$ cat config.mk
export PLATFORM = sky130hd
export DESIGN_NAME = dcache_ctrl
export DESIGN_NICKNAME = d
export VERILOG_FILES = /design/src/hdl/dcache_pkg.sv /design/src/hdl/dcache_ctrl.sv
export SDC_FILE = /design/constraint.sdc
export NUM_CORES = 1
export LEC_CHECK = 0
export ABC_CLOCK_PERIOD_IN_PS = 26700
export BUFFER_PORTS_ARGS = -buffer_cell sky130_fd_sc_hd__buf_2
export CAP_MARGIN = 20
export CORE_AREA = 4 4 364 366
export DETAILED_ROUTE_END_ITERATION = 12
export DIE_AREA = 0 0 368 370
export SYNTH_ARGS = -nofsm -noshare
export SYNTH_HDL_FRONTEND = slang
export SYNTH_SLANG_ARGS = --single-unit
$ cat constraint.sdc
create_clock -name clk_tmp -period 26.7 [get_ports clk_tmp]
set_input_delay 0 -clock clk_tmp [delete_from_list [all_inputs] [get_ports clk_tmp]]
set_output_delay 0 -clock clk_tmp [all_outputs]
set_load 0.005 [all_outputs]
$ cat src/hdl/dcache_pkg.sv
/*
  geometry is fixed at 256 sets, 2 ways, 16-byte lines of four 32-bit words
  the byte field of an address is carried through but never decoded
*/
`default_nettype none

package dcache_pkg;

    typedef logic [31:0] word_t;
    typedef word_t [3:0] line_t;           // word 0 sits in the low bits
    typedef logic [19:0] tag_t;
    typedef logic [7:0]  index_t;
    typedef logic [1:0]  offset_t;

    typedef struct packed {
        tag_t       tag;
        index_t     index;
        offset_t    offset;
        logic [1:0] byte_sel;              // ignored, word access only
    } cpu_addr_t;

    typedef struct packed {
        logic valid;
        logic dirty;
        tag_t tag;
    } tag_entry_t;

    typedef struct packed {
        logic      cyc;
        logic      stb;
        logic      we;
        cpu_addr_t adr;
        word_t     dat;
    } wb_cpu_req_t;

    typedef struct packed {
        logic  ack;
        word_t dat;
    } wb_cpu_rsp_t;

    typedef struct packed {
        logic        cyc;
        logic        stb;
        logic        we;
        logic [31:0] adr;                  // line address, low nibble zero
        line_t       dat;
    } wb_l2_req_t;

    typedef struct packed {
        logic  ack;
        line_t dat;
    } wb_l2_rsp_t;

    typedef struct packed {
        logic hit;
        logic hit_way;
        logic victim_way;
        logic victim_valid;
        logic victim_dirty;
        tag_t victim_tag;
    } way_lookup_t;

    typedef struct packed {
        logic       tag_we;
        logic       data_we;
        logic       lru_we;
        logic       way;
        tag_entry_t entry;
        line_t      line;
        logic       lru;                   // way to evict next
    } array_wr_t;

    typedef enum logic [2:0] {
        idle,
        lookup,
        respond,
        writeback,
        refill,
        fill_write,
        merge
    } ctrl_state_e;

endpackage

`default_nettype wire
$ cat src/hdl/dcache_ctrl.sv
/*
  one access in flight; hits ack two cycles after acceptance
  misses write back a dirty victim, refill, then rerun the lookup
  requests are ignored until the tag array has finished its reset sweep
*/
`default_nettype none

module dcache_ctrl (
    input  wire logic                     clk_tmp,
    input  wire logic                     rst,
    input  wire dcache_pkg::wb_cpu_req_t  cpu_req,
    output dcache_pkg::wb_cpu_rsp_t       cpu_rsp,
    output dcache_pkg::wb_l2_req_t        l2_req,
    input  wire dcache_pkg::wb_l2_rsp_t   l2_rsp,
    output dcache_pkg::cpu_addr_t         req_addr,
    output dcache_pkg::word_t             wr_word,
    input  wire dcache_pkg::way_lookup_t  lookup,
    input  wire dcache_pkg::word_t        rd_word,
    input  wire dcache_pkg::line_t        merged_line,
    input  wire dcache_pkg::line_t        victim_line,
    input  wire logic                     init_done,
    output dcache_pkg::array_wr_t         array_wr
);

    dcache_pkg::ctrl_state_e state;
    logic                    req_we;       // registered cpu we
    logic                    l2_cyc;
    logic                    l2_we;
    logic [31:0]             l2_adr;
    dcache_pkg::line_t       l2_dat;
    dcache_pkg::line_t       refill_line;
    logic                    fill_way;     // victim way kept from respond
    logic                    accept;
    logic                    hit_ack;
    logic                    l2_start;
    logic                    l2_done;

    assign accept   = (state == dcache_pkg::idle) && init_done && cpu_req.cyc && cpu_req.stb;
    assign hit_ack  = (state == dcache_pkg::respond) && lookup.hit;
    assign l2_start = ((state == dcache_pkg::writeback) || (state == dcache_pkg::refill))
                      && !l2_cyc;
    assign l2_done  = l2_cyc && l2_rsp.ack;

    always_ff @(posedge clk_tmp) begin
        if (rst) begin
            state  <= dcache_pkg::idle;
            l2_cyc <= 1'b0;
        end else begin
            case (state)
                dcache_pkg::idle: begin
                    if (accept) begin
                        state <= dcache_pkg::lookup;
                    end
                end
                dcache_pkg::lookup: begin
                    state <= dcache_pkg::respond;  // arrays read this cycle
                end
                dcache_pkg::respond: begin
                    if (lookup.hit) begin
                        state <= dcache_pkg::idle;
                    end else if (lookup.victim_valid && lookup.victim_dirty) begin
                        state <= dcache_pkg::writeback;
                    end else begin
                        state <= dcache_pkg::refill;
                    end
                end
                dcache_pkg::writeback: begin
                    if (l2_start) begin
                        l2_cyc <= 1'b1;
                    end else if (l2_done) begin
                        l2_cyc <= 1'b0;            // one idle bus cycle before refill
                        state  <= dcache_pkg::refill;
                    end
                end
                dcache_pkg::refill: begin
                    if (l2_start) begin
                        l2_cyc <= 1'b1;
                    end else if (l2_done) begin
                        l2_cyc <= 1'b0;
                        state  <= req_we ? dcache_pkg::merge : dcache_pkg::fill_write;
                    end
                end
                dcache_pkg::merge: begin
                    state <= dcache_pkg::fill_write;
                end
                dcache_pkg::fill_write: begin
                    state <= dcache_pkg::lookup;   // rerun, now a hit
                end
                default: begin
                    state <= dcache_pkg::idle;
                end
            endcase
        end
    end

    // request and line payload
    always_ff @(posedge clk_tmp) begin
        if (accept) begin
            req_addr <= cpu_req.adr;
            wr_word  <= cpu_req.dat;
            req_we   <= cpu_req.we;
        end
        if (state == dcache_pkg::respond) begin
            fill_way <= lookup.victim_way;
        end
        if (l2_start) begin
            l2_we  <= (state == dcache_pkg::writeback);
            l2_adr <= (state == dcache_pkg::writeback) ?
                      {lookup.victim_tag, req_addr.index, 4'h0} :
                      {req_addr.tag, req_addr.index, 4'h0};
            l2_dat <= victim_line;         // only meaningful for writeback
        end
        if ((state == dcache_pkg::refill) && l2_done) begin
            refill_line <= l2_rsp.dat;
        end
        if (state == dcache_pkg::merge) begin
            // store miss lands with its new word already in place
            refill_line[req_addr.offset] <= wr_word;
        end
    end

    always_comb begin
        cpu_rsp.ack = hit_ack;
        cpu_rsp.dat = rd_word;
    end

    always_comb begin
        l2_req.cyc = l2_cyc;
        l2_req.stb = l2_cyc;
        l2_req.we  = l2_we;
        l2_req.adr = l2_adr;
        l2_req.dat = l2_dat;
    end

    always_comb begin
        array_wr             = '0;
        array_wr.way         = lookup.hit_way;
        array_wr.entry       = '{valid: 1'b1, dirty: 1'b1, tag: req_addr.tag};
        array_wr.line        = merged_line;
        array_wr.lru         = ~lookup.hit_way;        // point at the other way
        if (hit_ack) begin
            array_wr.lru_we  = 1'b1;
            array_wr.tag_we  = req_we;                 // store hit marks dirty
            array_wr.data_we = req_we;
        end else if (state == dcache_pkg::fill_write) begin
            array_wr.tag_we      = 1'b1;
            array_wr.data_we     = 1'b1;
            array_wr.way         = fill_way;
            array_wr.entry.dirty = 1'b0;
            array_wr.line        = refill_line;
        end
    end

endmodule

`default_nettype wire

After elaboration in Yosys (flattened, before gate mapping)

Index checks and enable logic that the tools add are counted.

Register bits after elaboration: 359
Input bits: 512
Output and inout port bits: 415
Logic and storage cells: 75

$lt $le $gt $ge: 2
Equality and inequality tests: 11
Multiplexer cells: 26
Bitwise gates (word level): 1
Reductions and logical operators: 16

Operators with widths:

| kind               | number |
|---|---|
| $mux 128           | 4 |
| $bwmux 128         | 1 |
| $demux 32 s2       | 1 |
| $mux 32            | 2 |
| $mux 3             | 7 |
| $pmux 3 s7         | 1 |
| $ne 2x2->1 const B | 5 |
| $eq 3x3->1 const B | 3 |
| $logic_and 1x1->1  | 9 |
| $mux 1             | 7 |
| $eq 3x2->1 const B | 2 |
| $mux 2             | 3 |
| $reduce_and 5->1   | 1 |
| $eq 3x1->1 const B | 1 |
| $logic_not 3->1    | 1 |
| $lt 2x3->1 const B | 1 |
| $ge 2x1->1 const B | 1 |
| $reduce_and 2->1   | 1 |
| $reduce_bool 2->1  | 1 |
| $reduce_or 2->1    | 1 |
| $logic_not 1->1    | 1 |
| $logic_or 1x1->1   | 1 |
| $not 1->1          | 1 |

Depth between registers and ports, before layout

Depth after elaboration: 6
Mapped depth: 6
Gate-level depth less buffers: 4

Worst setup path before layout

Ideal clock, no wire load.

Path kind: reg-to-reg
Start point: reg state[1]
End point: reg l2_adr[10], enable pin
Library setup time: 0.726 ns
Arrival: 8.543 ns
Required time: 25.974 ns
Setup slack: 17.431 ns
Stages on the path, launching flop included: 4
Path buffers: 1
Clock period less this slack: 9.269 ns
Cells stage by stage: dfxtp_1 -> buf_2 -> or3b_2 -> a21oi_1

Cells in the longest elaborated chain, start to end: 3
Elaborated cells between the ends (all ways): 4
Those cells by class: 2 x eq/ne; 2 x reduce/logical

Ends and longest elaborated chain:

| item                                            | line               | RTL |
|---|---|---|
| from (decl)                                     | dcache_ctrl.sv:25  | `dcache_pkg::ctrl_state_e state;` |
| from (signal assigned)                          | dcache_ctrl.sv:46  | `state <= dcache_pkg::idle;` |
| from (signal assigned)                          | dcache_ctrl.sv:52  | `state <= dcache_pkg::lookup;` |
| from (signal assigned)                          | dcache_ctrl.sv:56  | `state <= dcache_pkg::respond;` |
| $eq 3x2->1 / $eq 3x3->1 (equally long branches) | dcache_ctrl.sv:40  | `assign l2_start = ((state == dcache_pkg::writeback) \|\| (state == dcache_pkg::refill))` |
| $logic_or 1x1->1 (*)                            | dcache_ctrl.sv:40  |  |
| $logic_and 1x1->1 (*)                           | dcache_ctrl.sv:41  | `&& !l2_cyc;` |
| net l2_start                                    | dcache_ctrl.sv:35  | `logic l2_start;` |
| to (signal assigned)                            | dcache_ctrl.sv:108 | `l2_adr <= (state == dcache_pkg::writeback) ?` |
| to (decl)                                       | dcache_ctrl.sv:29  | `logic [31:0] l2_adr;` |

Mark *: on every way through the listed nets, which the timed path passes. The rest lies on a longest branch.
A chain may end at the register's enable or synchronous reset.

Worst setup path in the final report

Start point: reg state[2]
End point: reg l2_dat, in the netlist l2_req[91], enable pin

Cells in the longest elaborated chain, start to end: 3
Elaborated cells between the ends (all ways): 4
Those cells by class: 2 x eq/ne; 2 x reduce/logical

Ends and longest elaborated chain:

| item                                            | line               | RTL |
|---|---|---|
| $eq 3x2->1 / $eq 3x3->1 (equally long branches) | dcache_ctrl.sv:40  |  |
| $logic_or 1x1->1 (*)                            | dcache_ctrl.sv:40  |  |
| $logic_and 1x1->1 (*)                           | dcache_ctrl.sv:41  |  |
| net l2_start                                    | dcache_ctrl.sv:35  |  |
| to (signal assigned)                            | dcache_ctrl.sv:111 | `l2_dat <= victim_line;` |
| to (decl)                                       | dcache_ctrl.sv:30  | `dcache_pkg::line_t l2_dat;` |

Marked as above.

==> run_results.csv <==
group,metric,value,unit
cts,cts.htree.levels,2,
pwr,p_sw_share,23.3,%
pwr,p_sw,0.310,mW
logic_synthesis,ys_seq_area_share,64.4,%
run_status,outcome,"completed",
logic_synthesis,ys_ff_latch,355,
logic_synthesis,synth-async-reset-ratio,0,%
global_routing,antenna_found_initial,25,
place,place_ws,22.65,ns
timing,hold_viol,0,
routing,wl_met2,35700,um
routing,firstDrtPassIters,5,
routing,ant_nets,0,
cells_and_area,nets,2758,
die,core_region_area,129000,um2
routing,vias,13297,
cells_and_area,area_growth,74.7,%
critical_path,cp.required,26.91,ns
routing,route.detailed.drc,0,
place,dp.final_hpwl,58300,um
critical_path,crit_arrival,4.27,ns
logic_synthesis,synth_area,14500,um2
cts,cts_root_buffer,"clkbuf_16",
global_routing,grt_pass1_vias,13886,
timing,fin_crit,4.06,ns
logic_synthesis,synth_cell_type_count,33,
logic_synthesis,synth_area_leaders,"edfxtp_1 46%, dfxtp_1 18%, mux2_2 10%, mux2i_1 8.8%, buf_4 3.8%",
pwr,peakVddDrop,0.0487,mV
place,portBuffers,857,
logic_synthesis,yosysTopAreaCell,"edfxtp_1",
die,die_h,370,um
cts,clk_pin_slew,0.06,ns
job,cap_violations,0,
routing,wl_per_cell,18.5,um
cts,cts_resized,0,
pwr,seqPwrFrac,46.0,%
timing,slew_headroom,26.7,%
cells_and_area,fin_util,19.6,%
routing,wl,74800,um
pwr,combPwrFrac,9.5,%
logic_synthesis,syn_area_per_cell,13.2,um2
logic_synthesis,synth-edff-count,223,
routing,wl_met1,29400,um
timing,finalClockSkew,0.0140,ns
logic_synthesis,yosys-top-cells-count,"223 x edfxtp_1, 132 x dfxtp_1, 131 x nand2_1",
global_routing,grt.overflow.total,0,
timing,setup_ws,22.64,ns
logic_synthesis,ys_warn_count,0,
logic_synthesis,synth_top_area_share,46.2,%
routing,highest_layer,"met5",
logic_synthesis,synth_ff_type,"edfxtp_1",
timing,worstMarginPinSlew,1.10,ns
cells_and_area,drive_above_1_share,47.0,%
pwr,p_int,1.02,mW
critical_path,critPathCaptureType,"register",
logic_synthesis,synth.most_common_cell,"edfxtp_1",
cts,numCtsBuffers,43,
die,initial_core_util,11.2,%
pwr,leakage,11.2,nW
routing,dr_wl_met3,6930,um
critical_path,r2r_setup_slack,22.64,ns
pwr,p_clk_share,44.6,%
hold_path,hold_class,"in -> out",
pwr,p_per_area,52.6,nW/um2
timing,setup_violations,0,
cts,tritoncts,"built",
cts,clock_latency,0.60,ns
die,io_pins,927,
timing,setup_tns,0,ns
timing,slew_violations,0,
critical_path,start_kind,"register",
cts,clock-sinks,355,
routing,drtIter0Drc,652,
critical_path,path_max_fanout,74,
timing,rsz0062_at_grt,"false",
global_routing,grt_max_degree,75,
timing,fmax,0.246,GHz
logic_synthesis,synth_cells,1099,
die,row_count,132,
global_routing,grt_pass1_wl,100000,um
die,design.die.area,136000,um2
critical_path,critPathKind,"reg -> reg",
cts,cts_buffer_depth,3,
global_routing,grt_usage,10.3,%
timing,fin_crit_sh,15.2,%
routing,vias_per_cell,3.29,
die,die_w,368,um
place,gp_congestion,0.855,
-- power groups by stage --
stage | registers [mW] | logic, mW | clock network (mW)
2_1_floorplan | 0.617 | 0.0305 | 0
3_3_place_gp | 0.625 | 0.0807 | 0
3_5_place_dp | 0.625 | 0.0822 | 0
4_1_cts | 0.614 | 0.126 | 0.617
5_1_grt | 0.614 | 0.137 | 0.638
6_report | 0.613 | 0.126 | 0.594
-- metrics by stage --
stage,instance area (um2),hold slack [ns],cells,power (mW)
after floorplan,14500,0.0265,1102,0.647
after global placement,20300,0.0000346,3593,0.706
after detailed placement,20300,0.0000346,3593,0.707
after CTS,25300,0.0000346,4023,1.36
after global routing,25300,0.00000825,4031,1.39
final,25300,0.00000197,4039,1.33
-- worst max-delay path, stage by stage, from the launching register on --
cell,delay [ns]
dfxtp_1,0.60
or3b_2,0.58
a21oi_4,0.77
buf_4,0.74
buf_4,0.85
-- logic make-up (layout without fill, tap and decap cells) --
group,after synthesis,count (layout),synth area share (%)
AO/OA/AOI/OAI,141,141,5.02
buffers and inverters,126,1305,5.44
flip-flops,355,355,64.4
multiplexers,257,257,18.9
other,2,21,0.0518
AND/OR/NAND/NOR,218,218,6.21
-- registers in the layout, indices dropped and copies added, names as in the netlist --
register / count
l2_req: 128
refill_line: 128
wr_word: 32
l2_adr: 28
array_wr: 20
req_addr: 12
state: 3
fill_way: 1
l2_cyc: 1
l2_we: 1
req_we: 1
-- final timing paths --
check | cells past startpoint | from | to
setup / recovery | 4 | state[2] | l2_req[91]
hold / removal | 0 | rd_word[24] | cpu_rsp[24]
setup reg to reg | 4 | state[2] | l2_req[91]
hold reg to reg | 0 | req_addr[8] | l2_adr[8]
-- layout make-up --
class	count	area (um2)
clock buffers	55	1170
flip-flops and latches	355	9340
inverters	2	7.51
multi-input cells	621	4410
repair buffers	1223	7910
diodes	16	40.0
well taps	1742	2180
clock inverters	25	265
fillers	14097	104000
-- what timing repair did --
item / in CTS / in global routing
hold endpoints to repair: 346 / 0
hold buffers: 350 / 0
buffers inserted: 0 / 0
-- routing by layer --
| layer | global-route usage [%] | up-vias |
|---|---|---|
| met5 | 0 | - |
| met4 | 4.29 | 4 |
| met3 | 3.11 | 116 |
| met2 | 17.4 | 718 |
| met1 | 12.2 | 6255 |
| li1 | - | 6204 |
-- cell usage in the layout (no fill, tap or decap), types with 2 or more instances in the layout --
master / instances
nand3_1: 2
a221oi_1: 2
edfxtp_1: 223
nor3_1: 2
dlygate4sd3_1: 350
nand2b_1: 2
dfxtp_1: 132
clkinv_16: 2
o21ai_0: 65
nand3b_1: 4
clkbuf_8: 3
inv_1: 2
clkbuf_1: 8
clkbuf_16: 44
buf_2: 857
nor2_1: 66
a21oi_1: 68
clkinvlp_4: 4
conb_1: 5
clkinv_2: 7
buf_4: 16
mux2_2: 129
clkinv_1: 8
diode_2: 16
mux2i_1: 128
bufinv_16: 3
nand2_1: 131
Power figures use the tool's default switching activity.
