<file path="src/hdl/dcache_pkg.sv">
/*
  geometry is fixed at 256 sets, 2 ways, 16-byte lines of four 32-bit words
  the byte field of an address is carried through but never decoded
*/
`default_nettype none

package dcache_pkg;

    typedef logic [31:0] word_t;
    typedef word_t [3:0] line_t;           // word 0 sits in the low bits
    typedef logic [19:0] tag_t;
    typedef logic [7:0]  index_t;
    typedef logic [1:0]  offset_t;

    typedef struct packed {
        tag_t       tag;
        index_t     index;
        offset_t    offset;
        logic [1:0] byte_sel;              // ignored, word access only
    } cpu_addr_t;

    typedef struct packed {
        logic valid;
        logic dirty;
        tag_t tag;
    } tag_entry_t;

    typedef struct packed {
        logic      cyc;
        logic      stb;
        logic      we;
        cpu_addr_t adr;
        word_t     dat;
    } wb_cpu_req_t;

    typedef struct packed {
        logic  ack;
        word_t dat;
    } wb_cpu_rsp_t;

    typedef struct packed {
        logic        cyc;
        logic        stb;
        logic        we;
        logic [31:0] adr;                  // line address, low nibble zero
        line_t       dat;
    } wb_l2_req_t;

    typedef struct packed {
        logic  ack;
        line_t dat;
    } wb_l2_rsp_t;

    typedef struct packed {
        logic hit;
        logic hit_way;
        logic victim_way;
        logic victim_valid;
        logic victim_dirty;
        tag_t victim_tag;
    } way_lookup_t;

    typedef struct packed {
        logic       tag_we;
        logic       data_we;
        logic       lru_we;
        logic       way;
        tag_entry_t entry;
        line_t      line;
        logic       lru;                   // way to evict next
    } array_wr_t;

    typedef enum logic [2:0] {
        idle,
        lookup,
        respond,
        writeback,
        refill,
        fill_write,
        merge
    } ctrl_state_e;

endpackage

`default_nettype wire
</file>
<file path="src/hdl/dcache_way_logic.sv">
/*
  purely combinational; inputs are the registered array outputs
  victim choice prefers an invalid way, way 0 first, then the LRU bit
*/
`default_nettype none

module dcache_way_logic (
    input  wire dcache_pkg::cpu_addr_t          req_addr,
    input  wire dcache_pkg::word_t              wr_word,
    input  wire dcache_pkg::tag_entry_t [1:0]   entries,
    input  wire logic                           lru,
    input  wire dcache_pkg::line_t [1:0]        lines,
    output dcache_pkg::way_lookup_t             lookup,
    output dcache_pkg::word_t                   rd_word,
    output dcache_pkg::line_t                   merged_line,
    output dcache_pkg::line_t                   victim_line
);

    logic hit0;
    logic hit1;
    logic hit_way;
    logic victim_way;

    always_comb begin
        hit0    = entries[0].valid && (entries[0].tag == req_addr.tag);
        hit1    = entries[1].valid && (entries[1].tag == req_addr.tag);
        hit_way = hit1 && !hit0;               // way 0 wins a double match

        if (!entries[0].valid) begin
            victim_way = 1'b0;
        end else if (!entries[1].valid) begin
            victim_way = 1'b1;
        end else begin
            victim_way = lru;
        end
    end

    always_comb begin
        lookup.hit          = hit0 || hit1;
        lookup.hit_way      = hit_way;
        lookup.victim_way   = victim_way;
        lookup.victim_valid = entries[victim_way].valid;
        lookup.victim_dirty = entries[victim_way].dirty;
        lookup.victim_tag   = entries[victim_way].tag;
    end

    always_comb begin
        rd_word                      = lines[hit_way][req_addr.offset];
        merged_line                  = lines[hit_way];
        merged_line[req_addr.offset] = wr_word;   // store word dropped in
        victim_line                  = lines[victim_way];
    end

endmodule

`default_nettype wire

</file>
<file path="config.mk">
export PLATFORM = sky130hd
export DESIGN_NAME = dcache_way_logic
export DESIGN_NICKNAME = d
export VERILOG_FILES = /design/src/hdl/dcache_pkg.sv /design/src/hdl/dcache_way_logic.sv
export SDC_FILE = /design/constraint.sdc
export NUM_CORES = 1
export LEC_CHECK = 0
export ABC_AREA = 1
export BUFFER_PORTS_ARGS = -buffer_cell sky130_fd_sc_hd__buf_2
export CORE_AREA = 2 2 265 267
export DETAILED_ROUTE_END_ITERATION = 10
export DIE_AREA = 0 0 267 269
export PLACE_DENSITY = 0.3
export SYNTH_ARGS = -nofsm -noshare
export SYNTH_HDL_FRONTEND = slang
export SYNTH_SLANG_ARGS = --single-unit
export TNS_END_PERCENT = 30
</file>
<file path="constraint.sdc">
create_clock -name vclk -period 2.9
set_input_delay 0 -clock vclk [all_inputs]
set_output_delay 0 -clock vclk [all_outputs]
set_load 0.01 [all_outputs]
</file>
; ---- Yosys cells after proc, flatten, opt, wreduce, memory -nomap -nowiden
; Index checks and enable logic that the tools add are counted.
[totals]
wordCells = 25
reg_bits = 0
[classes]
n_mux = 13
magnitude_cmp = 4
n_eq_ne = 2
reduce_logical = 6
[op_table]
columns = op, count
row1 = $mux 128, 4
row2 = $bwmux 128, 1
row3 = $bmux 32 s2, 1
row4 = $demux 32 s2, 1
row5 = $mux 32, 2
row6 = $mux 22, 2
row7 = $eq 20x20->1, 2
row8 = $logic_and 1x1->1, 4
row9 = $lt 1x2->1 const B, 2
row10 = $lt 2x3->1 const B, 1
row11 = $ge 2x1->1 const B, 1
row12 = $mux 1, 2
row13 = $logic_not 1->1, 1
row14 = $logic_or 1x1->1, 1

; ---- Logic depth before layout (Yosys ltp)
; Gate-level depths: netlist of run 1.
[logic_depth]
depth_word = 8
ltp_mapped = 16

; ---- Worst setup path before layout of run 1
; OpenSTA, ideal clock, no wires.
[synth_timing]
kind = input to output
start = in req_addr[28] in the netlist's numbering
end = out rd_word[17]
path_stages = 13
path_buffers = 2
arrival_time_ns = 1.227
path_slack_ns = 1.673
cell_sequence = xnor2_1 nand3_1 nor2_1 nand2_1 nor2_4 nand2_1 buf_6 buf_6 nand2_2 nand3_1 nand2_1 inv_1 nand2_1
[synth_between]
elab_chain_len = 8
elab_cells_between_ends = 10
classes_between = 2 x eq/ne / 4 x mux / 4 x reduce/logical
[synth_lines]
columns = item, line_no
row1 = "start, declared", dcache_way_logic.sv:8  ; input wire dcache_pkg::cpu_addr_t req_addr,
row2 = $eq 20x20->1, dcache_way_logic.sv:25  ; hit0 = entries[0].valid && (entries[0].tag == req_addr.tag);
row3 = $logic_and 1x1->1, dcache_way_logic.sv:25
row4 = $logic_not 1->1, dcache_way_logic.sv:27  ; hit_way = hit1 && !hit0;
row5 = $logic_and 1x1->1 (*), dcache_way_logic.sv:27
row6 = $mux 128 (not written as such) (*) (2 in series), dcache_way_logic.sv:48  ; rd_word = lines[hit_way][req_addr.offset];
row7 = $bmux 32 s2 (*), dcache_way_logic.sv:48
row8 = $mux 32 (not written as such) (*), dcache_way_logic.sv:48
row9 = "end, declared", dcache_way_logic.sv:14  ; output dcache_pkg::word_t rd_word,
; Every way passes the cells marked *; elsewhere a longest branch is shown, timed or not. The select of a mux whose other input is x is not followed.

; ---- Final worst setup path of run 1
[layout_timing]
start = in req_addr[28] in the netlist's numbering
end = out rd_word[20]
; Same word-level chain as after synthesis.

==> flow_summary_export.csv, run 1 <==
group,metric,value,unit
power,power.static_leakage,7.962,nW
worst_setup_path,crit_fanout,49,
floorplan,rows,97,
detailed_routing,detail_route.wl_per_cell,18.20,um
power,vdd.ir_drop.worst,0.0001112,V
placed_design,routabilityCongestion,0.8916,
timing,setup_ws,0.5734,ns
clock_tree,cts.hold.buffers_added,0,
detailed_routing,route.detailed.vias_per_inst,3.912,
placed_design,portBuffers,668,
worst_setup_path,kind_of_end_point_of_the_critical_path,"primary output",
detailed_routing,drt-pass1-iter-count,7,
global_route,gr-usage-all-layers,15.88,%
final_layout,nClkBuffers,0,
timing,measured_slew_at_the_worst_slew_check_pin,0.7775,ns
detailed_routing,drt-initial-drc-count,854,
placed_design,post-dp-hpwl,52940,um
floorplan,core_area,69300,sq um
floorplan,chipHeight,269,um
synthesis,synth-warning-count,0,
worst_setup_path,critPathLaunchType,"input port",
global_route,grt_pass1_vias,12460,
final_layout,share_of_final_layout_standard_cells_stronger_than_drive_strength_1,30.84,%
synthesis,synth-seq-area-share,0,%
final_layout,commonest_non_fill_non_tap_cells_in_the_layout,"sky130_fd_sc_hd__nand2_1 (715), sky130_fd_sc_hd__buf_2 (668), sky130_fd_sc_hd__inv_1 (370)",
floorplan,floorplan.initialDensity,11.45,%
timing,timing.final.crit_share,80.23,%
synthesis,synthesis.nets,2207,
timing,finalSetupViolCount,0,
final_layout,flops_and_latches,0,
run,max_cap_viol_count,0,
global_route,grt_max_degree,149,
detailed_routing,ant_nets,0,
placed_design,place_worst_setup_slack,0.4924,ns
floorplan,fp.dieArea,71820,sq um
synthesis,synth_cell_type_count,25,
clock_tree,post_cts_resize_count,0,
global_route,initial_antenna_violation_count,14,
final_layout,regArea,0,sq um
global_route,grt_pass1_wl,84020,um
timing,setup-tns-final,0,ns
global_route,overflow,0,
timing,final_hold_violations,0,
worst_setup_path,worst_ep_arrival_time,2.33,ns
timing,final_max_slew_viol_count,0,
run_status,outcome,"finished clean",
final_layout,nets_final,2799,
floorplan,dieWidth,267,um
clock_tree,cts_setup_buffers,0,
timing,max-slew-margin-rel,48.05,%
timing,max_fclk,429.8,MHz
synthesis,postSynthCellCount,1842,
detailed_routing,routed_wirelength,61490,um
worst_setup_path,required_time_reported_for_the_critical_path_endpoint,2.90,ns
final_layout,layout_commonest_cell,"sky130_fd_sc_hd__nand2_1",
worst_setup_path,startpoint_to_endpoint_class_of_the_critical_path,"in2out",
timing,rsz0062_at_grt,"false",
detailed_routing,vias,13220,
synthesis,synthesis.area,7933,sq um
floorplan,floorplan.io_pins,678,
final_layout,synthToLayoutAreaGrowth,55.68,%
worst_hold_path,hp-class,"in2out",
synthesis,avgSynthCellArea,4.307,sq um
detailed_routing,remaining_drc_errors,0,
power,power_density,162.7,nW/um^2
timing,finalCriticalPeriod,2.327,ns
==> worst max-delay path, cell delays in order <==
cell and delay [ns]:
sky130_fd_sc_hd__buf_2 0.12, sky130_fd_sc_hd__xnor2_1 0.40, sky130_fd_sc_hd__nand3_1 0.12, sky130_fd_sc_hd__nor2_1 0.16
sky130_fd_sc_hd__nand2_1 0.11, sky130_fd_sc_hd__nor2_4 0.22, sky130_fd_sc_hd__buf_12 0.28, sky130_fd_sc_hd__nand3_1 0.16
sky130_fd_sc_hd__nand3_1 0.13, sky130_fd_sc_hd__nand2_1 0.07, sky130_fd_sc_hd__inv_1 0.26, sky130_fd_sc_hd__nand2_1 0.11
sky130_fd_sc_hd__buf_2 0.15
==> synth_stat cells <==
| cell type | instances | area share [%] |
|---|---|---|
| sky130_fd_sc_hd__o22ai_1 | 1 | 0.079 |
| sky130_fd_sc_hd__nand3_2 | 1 | 0.13 |
| sky130_fd_sc_hd__inv_2 | 7 | 0.33 |
| sky130_fd_sc_hd__buf_1 | 4 | 0.19 |
| sky130_fd_sc_hd__o21ai_1 | 97 | 6.1 |
| sky130_fd_sc_hd__nor3_1 | 2 | 0.13 |
| sky130_fd_sc_hd__nor4_1 | 3 | 0.24 |
| sky130_fd_sc_hd__nor4b_1 | 1 | 0.11 |
| sky130_fd_sc_hd__nor2_1 | 38 | 1.8 |
| sky130_fd_sc_hd__buf_6 | 10 | 1.4 |
| sky130_fd_sc_hd__nor3b_1 | 2 | 0.19 |
| sky130_fd_sc_hd__buf_8 | 3 | 0.57 |
| sky130_fd_sc_hd__nand4_1 | 10 | 0.79 |
| sky130_fd_sc_hd__nand2_1 | 717 | 34 |
| sky130_fd_sc_hd__nor2_4 | 1 | 0.14 |
| sky130_fd_sc_hd__xor2_1 | 1 | 0.11 |
| sky130_fd_sc_hd__buf_4 | 7 | 0.66 |
| sky130_fd_sc_hd__o2111ai_1 | 2 | 0.22 |
| sky130_fd_sc_hd__nand3_1 | 294 | 19 |
| sky130_fd_sc_hd__nand2_2 | 30 | 2.4 |
| sky130_fd_sc_hd__xnor2_1 | 6 | 0.66 |
| sky130_fd_sc_hd__o21ai_0 | 144 | 9.1 |
| sky130_fd_sc_hd__inv_1 | 370 | 18 |
| sky130_fd_sc_hd__buf_2 | 24 | 1.5 |
| sky130_fd_sc_hd__clkbuf_1 | 67 | 3.2 |
==> worst paths after layout <==
check,from,endpoint,cells past startpoint
hold / removal,entries[42],lookup[20],4
setup / recovery,req_addr[28],rd_word[20],13
==> kinds of logic after synthesis <==
family	after synthesis	share of synthesized area, %
AO/OA/AOI/OAI	244	15.50
XOR/XNOR	7	0.7729
buffers and inverters	492	25.36
AND/OR/NAND/NOR	1099	58.36
==> power by group <==
| group | internal (mW) | switching [mW] |
|---|---|---|
| combinational | 0.735 | 1.28 |
| clock | 0.000000190 | 0 |
| sequential | 0 | 0 |
| total | 0.735 | 1.28 |
==> layer usage <==
| layer | vias up | share of wire [%] | global-route usage, % |
|---|---|---|---|
| met4 | 8 | 1.9 | 2.596 |
| li1 | 6817 | - | - |
| met1 | 5858 | 46 | 21.67 |
| met5 | - | 0.075 | 0 |
| met2 | 492 | 46 | 26.83 |
| met3 | 40 | 6.0 | 2.183 |
==> metrics by stage <==
| stage | utilization, % | hold slack [ns] | cells | cell area [sq um] | power, mW |
|---|---|---|---|---|---|
| detailed placement | 17.80 | 0.2928 | 3372 | 12330 | 2.041 |
| finish | 17.82 | 0.2858 | 3378 | 12350 | 2.010 |
| global placement | 17.80 | 0.2813 | 3372 | 12330 | 2.048 |
| floorplan | - | 0.08909 | 1842 | 7933 | 0.9252 |
| global route | 17.80 | 0.3179 | 3373 | 12340 | 2.227 |
| CTS | 17.80 | 0.2928 | 3372 | 12330 | 2.048 |
==> area by class of cell <==
cell class                      instances  area (sq um)
Timing Repair Buffer                  705          3771
Inverter                              377          1415
Tap cell                              940          1176
Fill cell                            8424         56950
Multi-Input combinational cell       1350          5972
Antenna cell                            6         15.01
Power figures use the tool's default switching activity.
==> run 2, diff against run 1 <==
- CORE_AREA: 2 2 265 267 -> 2 2 260 262
- DIE_AREA: 0 0 267 269 -> 0 0 262 264
- PLACE_DENSITY: 0.3 -> 0.32
- clock period: 2.9 -> 2 ns (I/O delays scaled with it)
==> flow_summary_export.csv, run 2 (synthesis results as in run 1) <==
group,metric,value,unit
run_status,outcome,"finished clean",
timing,timing.final.crit_share,98.42,%
final_layout,nets_final,2904,
global_route,grtUsageMet1,23.73,%
power,relative_contribution_of_sequential_cells_to_total_power,0,%
timing,final_hold_violations,0,
power,power.static_leakage,8.805,nW
floorplan,dieWidth,262,um
global_route,initial_antenna_violation_count,10,
timing,finalSetupViolCount,0,
final_layout,nClkBuffers,0,
timing,measured_slew_at_the_worst_slew_check_pin,0.5247,ns
global_route,grt_max_degree,97,
timing,rsz0062_at_grt,"true",
floorplan,rows,95,
global_route,met2_usage,28.87,%
detailed_routing,detail_route.wl_per_cell,18.60,um
worst_setup_path,critPathLaunchType,"input port",
final_layout,regArea,0,sq um
floorplan,chipHeight,264,um
final_layout,layout.core_utilization,21.42,%
final_layout,commonest_non_fill_non_tap_cells_in_the_layout,"sky130_fd_sc_hd__buf_2 (641), sky130_fd_sc_hd__nand2_1 (633), sky130_fd_sc_hd__inv_1 (341)",
clock_tree,cts.hold.buffers_added,0,
detailed_routing,drt-pass1-iter-count,6,
timing,max-slew-margin-rel,64.65,%
global_route,use_met3,1.833,%
global_route,grt_pass1_vias,12640,
power,power.internal,1.268,mW
worst_setup_path,worst_ep_arrival_time,1.97,ns
power,sw_frac_of_total,60.39,%
worst_setup_path,worst_path_largest_cell_delay,0.26,ns
power,p_comb_share,100.0,%
worst_setup_path,startpoint_to_endpoint_class_of_the_critical_path,"in2out",
placed_design,routabilityCongestion,0.8690,
worst_setup_path,timing.critical_path.depth,14,
floorplan,core_area,66560,sq um
placed_design,placed_cell_area,13190,sq um
final_layout,final_layout_fill_cell_count,8109,
power,power_density,224.6,nW/um^2
detailed_routing,vias,13510,
global_route,grt_pass1_wl,86870,um
timing,setup-tns-final,0,ns
worst_setup_path,kind_of_end_point_of_the_critical_path,"primary output",
timing,final_max_slew_viol_count,0,
final_layout,layout_commonest_cell,"sky130_fd_sc_hd__buf_2",
final_layout,share_of_final_layout_standard_cells_stronger_than_drive_strength_1,39.77,%
worst_setup_path,worst_path_buf_inv,5,
floorplan,fp.dieArea,69170,sq um
worst_setup_path,crit_path_cell_trace,"buf_2 > xnor2_2 > nand3_1 > nor2_2 > nand2_2 > nor2_4 > buf_12 > nand2_8 > buf_12 > clkbuf_16 > nand2_2 > nand2_1 > o21ai_1 > buf_2",
final_layout,flops_and_latches,0,
run,max_cap_viol_count,0,
detailed_routing,ant_nets,0,
detailed_routing,remaining_drc_errors,0,
power,pwr-share-clk,0,%
power,vdd.ir_drop.worst,0.0001035,V
final_layout,postLayoutCellArea,14260,sq um
detailed_routing,drt-initial-drc-count,842,
placed_design,post-dp-hpwl,54310,um
worst_hold_path,hp-class,"in2out",
worst_setup_path,cp-startpoint,"entries[40]",
timing,max_fclk,508.0,MHz
detailed_routing,routed_wirelength,63550,um
timing,setup_ws,0.03166,ns
power,switching_power,1.934,mW
timing,finalCriticalPeriod,1.968,ns
placed_design,place_worst_setup_slack,-0.1559,ns
global_route,overflow,0,
worst_setup_path,cpMaxStageDelayCell,"sky130_fd_sc_hd__o21ai_1",
detailed_routing,route.detailed.vias_per_inst,3.953,
global_route,gr_peak_layer,"met2",
final_layout,synthToLayoutAreaGrowth,79.76,%
floorplan,floorplan.io_pins,678,
floorplan,floorplan.initialDensity,11.92,%
worst_setup_path,critical_path.top_delay_family,"buffers and inverters",
worst_setup_path,crit_fanout,7,
worst_setup_path,cp-endpoint,"merged_line[38]",
worst_setup_path,required_time_reported_for_the_critical_path_endpoint,2.00,ns
timing,hold_slack,0.2896,ns
placed_design,portBuffers,668,
global_route,gr-usage-all-layers,16.96,%
==> run 2: timing repair <==
action | CTS | global route
pin swaps | 9 | 59
endpoints found under the setup margin | 68 | 151
cloned | 4 | 6
buffers inserted | 2 | 4
resized for setup | 29 | 204
==> run 2: area by class of cell <==
type	count	area, sq um	share of cell area, %
antenna	7	17.52	0.1228
inverter	377	1418	9.941
multi-input combinational	1350	6454	45.26
tap	873	1092	7.660
timing repair buffer	810	5279	37.02
==> run 2: worst min path at each step <==
| stage | start | endpoint | slack (ns) | depth (start not counted) |
|---|---|---|---|---|
| 2_1_floorplan | entries[21] | lookup[21] | 0.09 | 2 |
| 3_3_place_gp | entries[20] | lookup[20] | 0.28 | 4 |
| 3_5_place_dp | entries[20] | lookup[20] | 0.29 | 4 |
| 4_1_cts | entries[20] | lookup[20] | 0.29 | 4 |
| 5_1_grt | entries[20] | lookup[20] | 0.32 | 4 |
| 6_report | entries[20] | lookup[20] | 0.29 | 4 |
==> run 2: power groups by stage <==
| stage | clock, mW | combinational (mW) | sequential, mW |
|---|---|---|---|
| floorplan | 0 | 1.34 | 0 |
| finish | 0.000000243 | 3.20 | 0 |
| global route | 0.000000201 | 3.53 | 0 |
| global placement | 0 | 3.11 | 0 |
| detailed placement | 0 | 3.09 | 0 |
| CTS | 0 | 3.12 | 0 |
==> run 2: metal layers <==
layer	part of all wire, %	routed length (um)
met5	0.017	11
met4	0.73	467
met3	5.7	3605
met2	47	29790
met1	47	29680
==> run 2: tightest hold or removal path, delay by kind of cell <==
family                 cells  cell delay, ns
and+or+nand+nor            2            0.10
buffers and inverters      2            0.19
==> run 2: metrics by stage <==
stage / std cells / power [mW]
global placement: 3395 / 3.115
global route: 3413 / 3.532
detailed placement: 3395 / 3.090
finish: 3417 / 3.202
floorplan: 1842 / 1.342
CTS: 3401 / 3.121
==> run 3, diff against run 2 <==
- CORE_AREA: 2 2 260 262 -> 2 2 265 267
- DIE_AREA: 0 0 262 264 -> 0 0 267 269
- MAX_ROUTING_LAYER: not set -> met4
- PLACE_DENSITY: 0.32 -> 0.3
- clock period: 2 -> 2.3 ns (I/O delays scaled with it)
==> flow_summary_export.csv, run 3 (synthesis results as in run 1) <==
group,metric,value,unit
floorplan,chipHeight,269,um
final_layout,layout_commonest_cell,"sky130_fd_sc_hd__nand2_1",
placed_design,place_worst_setup_slack,-0.03647,ns
global_route,grt_max_degree,107,
placed_design,post-dp-hpwl,54770,um
timing,max-slew-margin-rel,54.00,%
detailed_routing,ant_nets,0,
detailed_routing,route.detailed.vias_per_inst,3.948,
detailed_routing,drt-initial-drc-count,812,
power,power.static_leakage,8.180,nW
power,pwr-share-clk,0,%
clock_tree,cts.hold.buffers_added,0,
global_route,grt_pass1_wl,86680,um
final_layout,flops_and_latches,0,
final_layout,commonest_non_fill_non_tap_cells_in_the_layout,"sky130_fd_sc_hd__nand2_1 (714), sky130_fd_sc_hd__buf_2 (668), sky130_fd_sc_hd__inv_1 (370)",
worst_setup_path,worst_path_largest_cell_delay,0.23,ns
power,p_comb_share,100.0,%
final_layout,regArea,0,sq um
final_layout,nClkBuffers,0,
worst_setup_path,worst_path_buf_inv,6,
worst_setup_path,startpoint_to_endpoint_class_of_the_critical_path,"in2out",
power,relative_contribution_of_sequential_cells_to_total_power,0,%
run,max_cap_viol_count,0,
placed_design,numPlacedInstances,3402,
global_route,overflow,0,
power,switching_power,1.642,mW
clock_tree,cts_setup_buffers,0,
timing,timing.final.crit_share,92.70,%
power,power.internal,971.0,uW
worst_setup_path,worst_ep_arrival_time,2.13,ns
detailed_routing,routed_wirelength,62920,um
power,power_density,204.5,nW/um^2
floorplan,rows,97,
timing,setup_ws,0.1678,ns
global_route,initial_antenna_violation_count,15,
floorplan,floorplan.initialDensity,11.45,%
worst_setup_path,critPathLaunchType,"input port",
timing,setup-tns-final,0,ns
timing,max_fclk,469.0,MHz
timing,finalCriticalPeriod,2.132,ns
power,vdd.ir_drop.worst,0.00007931,V
timing,final_max_slew_viol_count,0,
detailed_routing,remaining_drc_errors,0,
final_layout,nets_final,2829,
final_layout,share_of_final_layout_standard_cells_stronger_than_drive_strength_1,31.80,%
worst_setup_path,crit_path_frequent_cell,"sky130_fd_sc_hd__nand2_1",
detailed_routing,detail_route.wl_per_cell,18.44,um
placed_design,portBuffers,668,
run_status,outcome,"finished clean",
worst_setup_path,cpMaxStageDelayCell,"sky130_fd_sc_hd__nor2_4",
timing,rsz0062_at_grt,"false",
timing,final_hold_violations,0,
power,sw_frac_of_total,62.84,%
timing,finalSetupViolCount,0,
worst_setup_path,kind_of_end_point_of_the_critical_path,"primary output",
worst_setup_path,required_time_reported_for_the_critical_path_endpoint,2.30,ns
floorplan,core_area,69300,sq um
timing,measured_slew_at_the_worst_slew_check_pin,0.6884,ns
worst_setup_path,crit_path_cell_trace,"buf_2 > inv_2 > nand2_1 > nand2_1 > nor2_1 > nand2_1 > nor2_1 > nand2_1 > nor2_4 > nand2_4 > buf_12 > buf_12 > nand2_1 > nand3_1 > nand2_1 > inv_1 > nand2_1 > buf_2",
worst_hold_path,hp-class,"in2out",
placed_design,routabilityCongestion,0.8797,
global_route,grt_pass1_vias,12850,
final_layout,synthToLayoutAreaGrowth,61.12,%
worst_setup_path,critical_path.top_delay_family,"simple AND/OR/NAND/NOR gates",
floorplan,fp.dieArea,71820,sq um
worst_setup_path,crit_fanout,25,
detailed_routing,drt-pass1-iter-count,6,
detailed_routing,vias,13470,
floorplan,floorplan.io_pins,678,
floorplan,dieWidth,267,um
final_layout,layoutNonFillerInstCount,3413,
global_route,gr-usage-all-layers,16.85,%
## run 3: final timing paths
path                  slack (ns)    startpoint         end  cells past startpoint
worst max-delay path        0.17  req_addr[20]  rd_word[3]                     18
worst min-delay path        0.28   entries[42]  lookup[20]                      4
## run 3: through the flow
stage                     total power, mW  hold WS (ns)  utilization [%]  area (sq um)
after floorplan                     1.167       0.08909                -          7933
after global placement              2.661        0.2805            18.38         12730
after detailed placement            2.651        0.2859            18.38         12730
after CTS                           2.661        0.2859            18.38         12740
after global routing                2.891        0.3051            18.44         12780
final                               2.613        0.2803            18.44         12780
## run 3: cell type report
type,count,area (sq um)
fill,8403,56520
timing repair buffer,735,4183
antenna,11,27.53
inverter,377,1415
multi-input combinational,1350,5979
tap,940,1176
## run 3: routing by layer
| layer | wire, um | global-route usage (%) |
|---|---|---|
| met5 | 0 | - |
| met4 | 1351 | 3.067 |
| met3 | 4316 | 2.886 |
| met2 | 29060 | 27.59 |
| met1 | 28200 | 21.86 |
## run 3: what timing repair did
| item | CTS | global route |
|---|---|---|
| gates resized for setup | 1 | 4 |
| pin swaps | 0 | 1 |
| endpoints found under the setup margin | 3 | 8 |
## run 3: worst min-delay path: stages
cell and delay [ns]:
sky130_fd_sc_hd__buf_2 0.07, sky130_fd_sc_hd__nand2_1 0.04, sky130_fd_sc_hd__nand2_1 0.05, sky130_fd_sc_hd__buf_2 0.12
## run 3: power by group through the flow
stage	registers (mW)	logic [mW]	clock network [mW]
2_1_floorplan	0	1.17	0
3_3_place_gp	0	2.66	0
3_5_place_dp	0	2.65	0
4_1_cts	0	2.66	0
5_1_grt	0	2.89	0.000000479
6_report	0	2.61	0.000000465
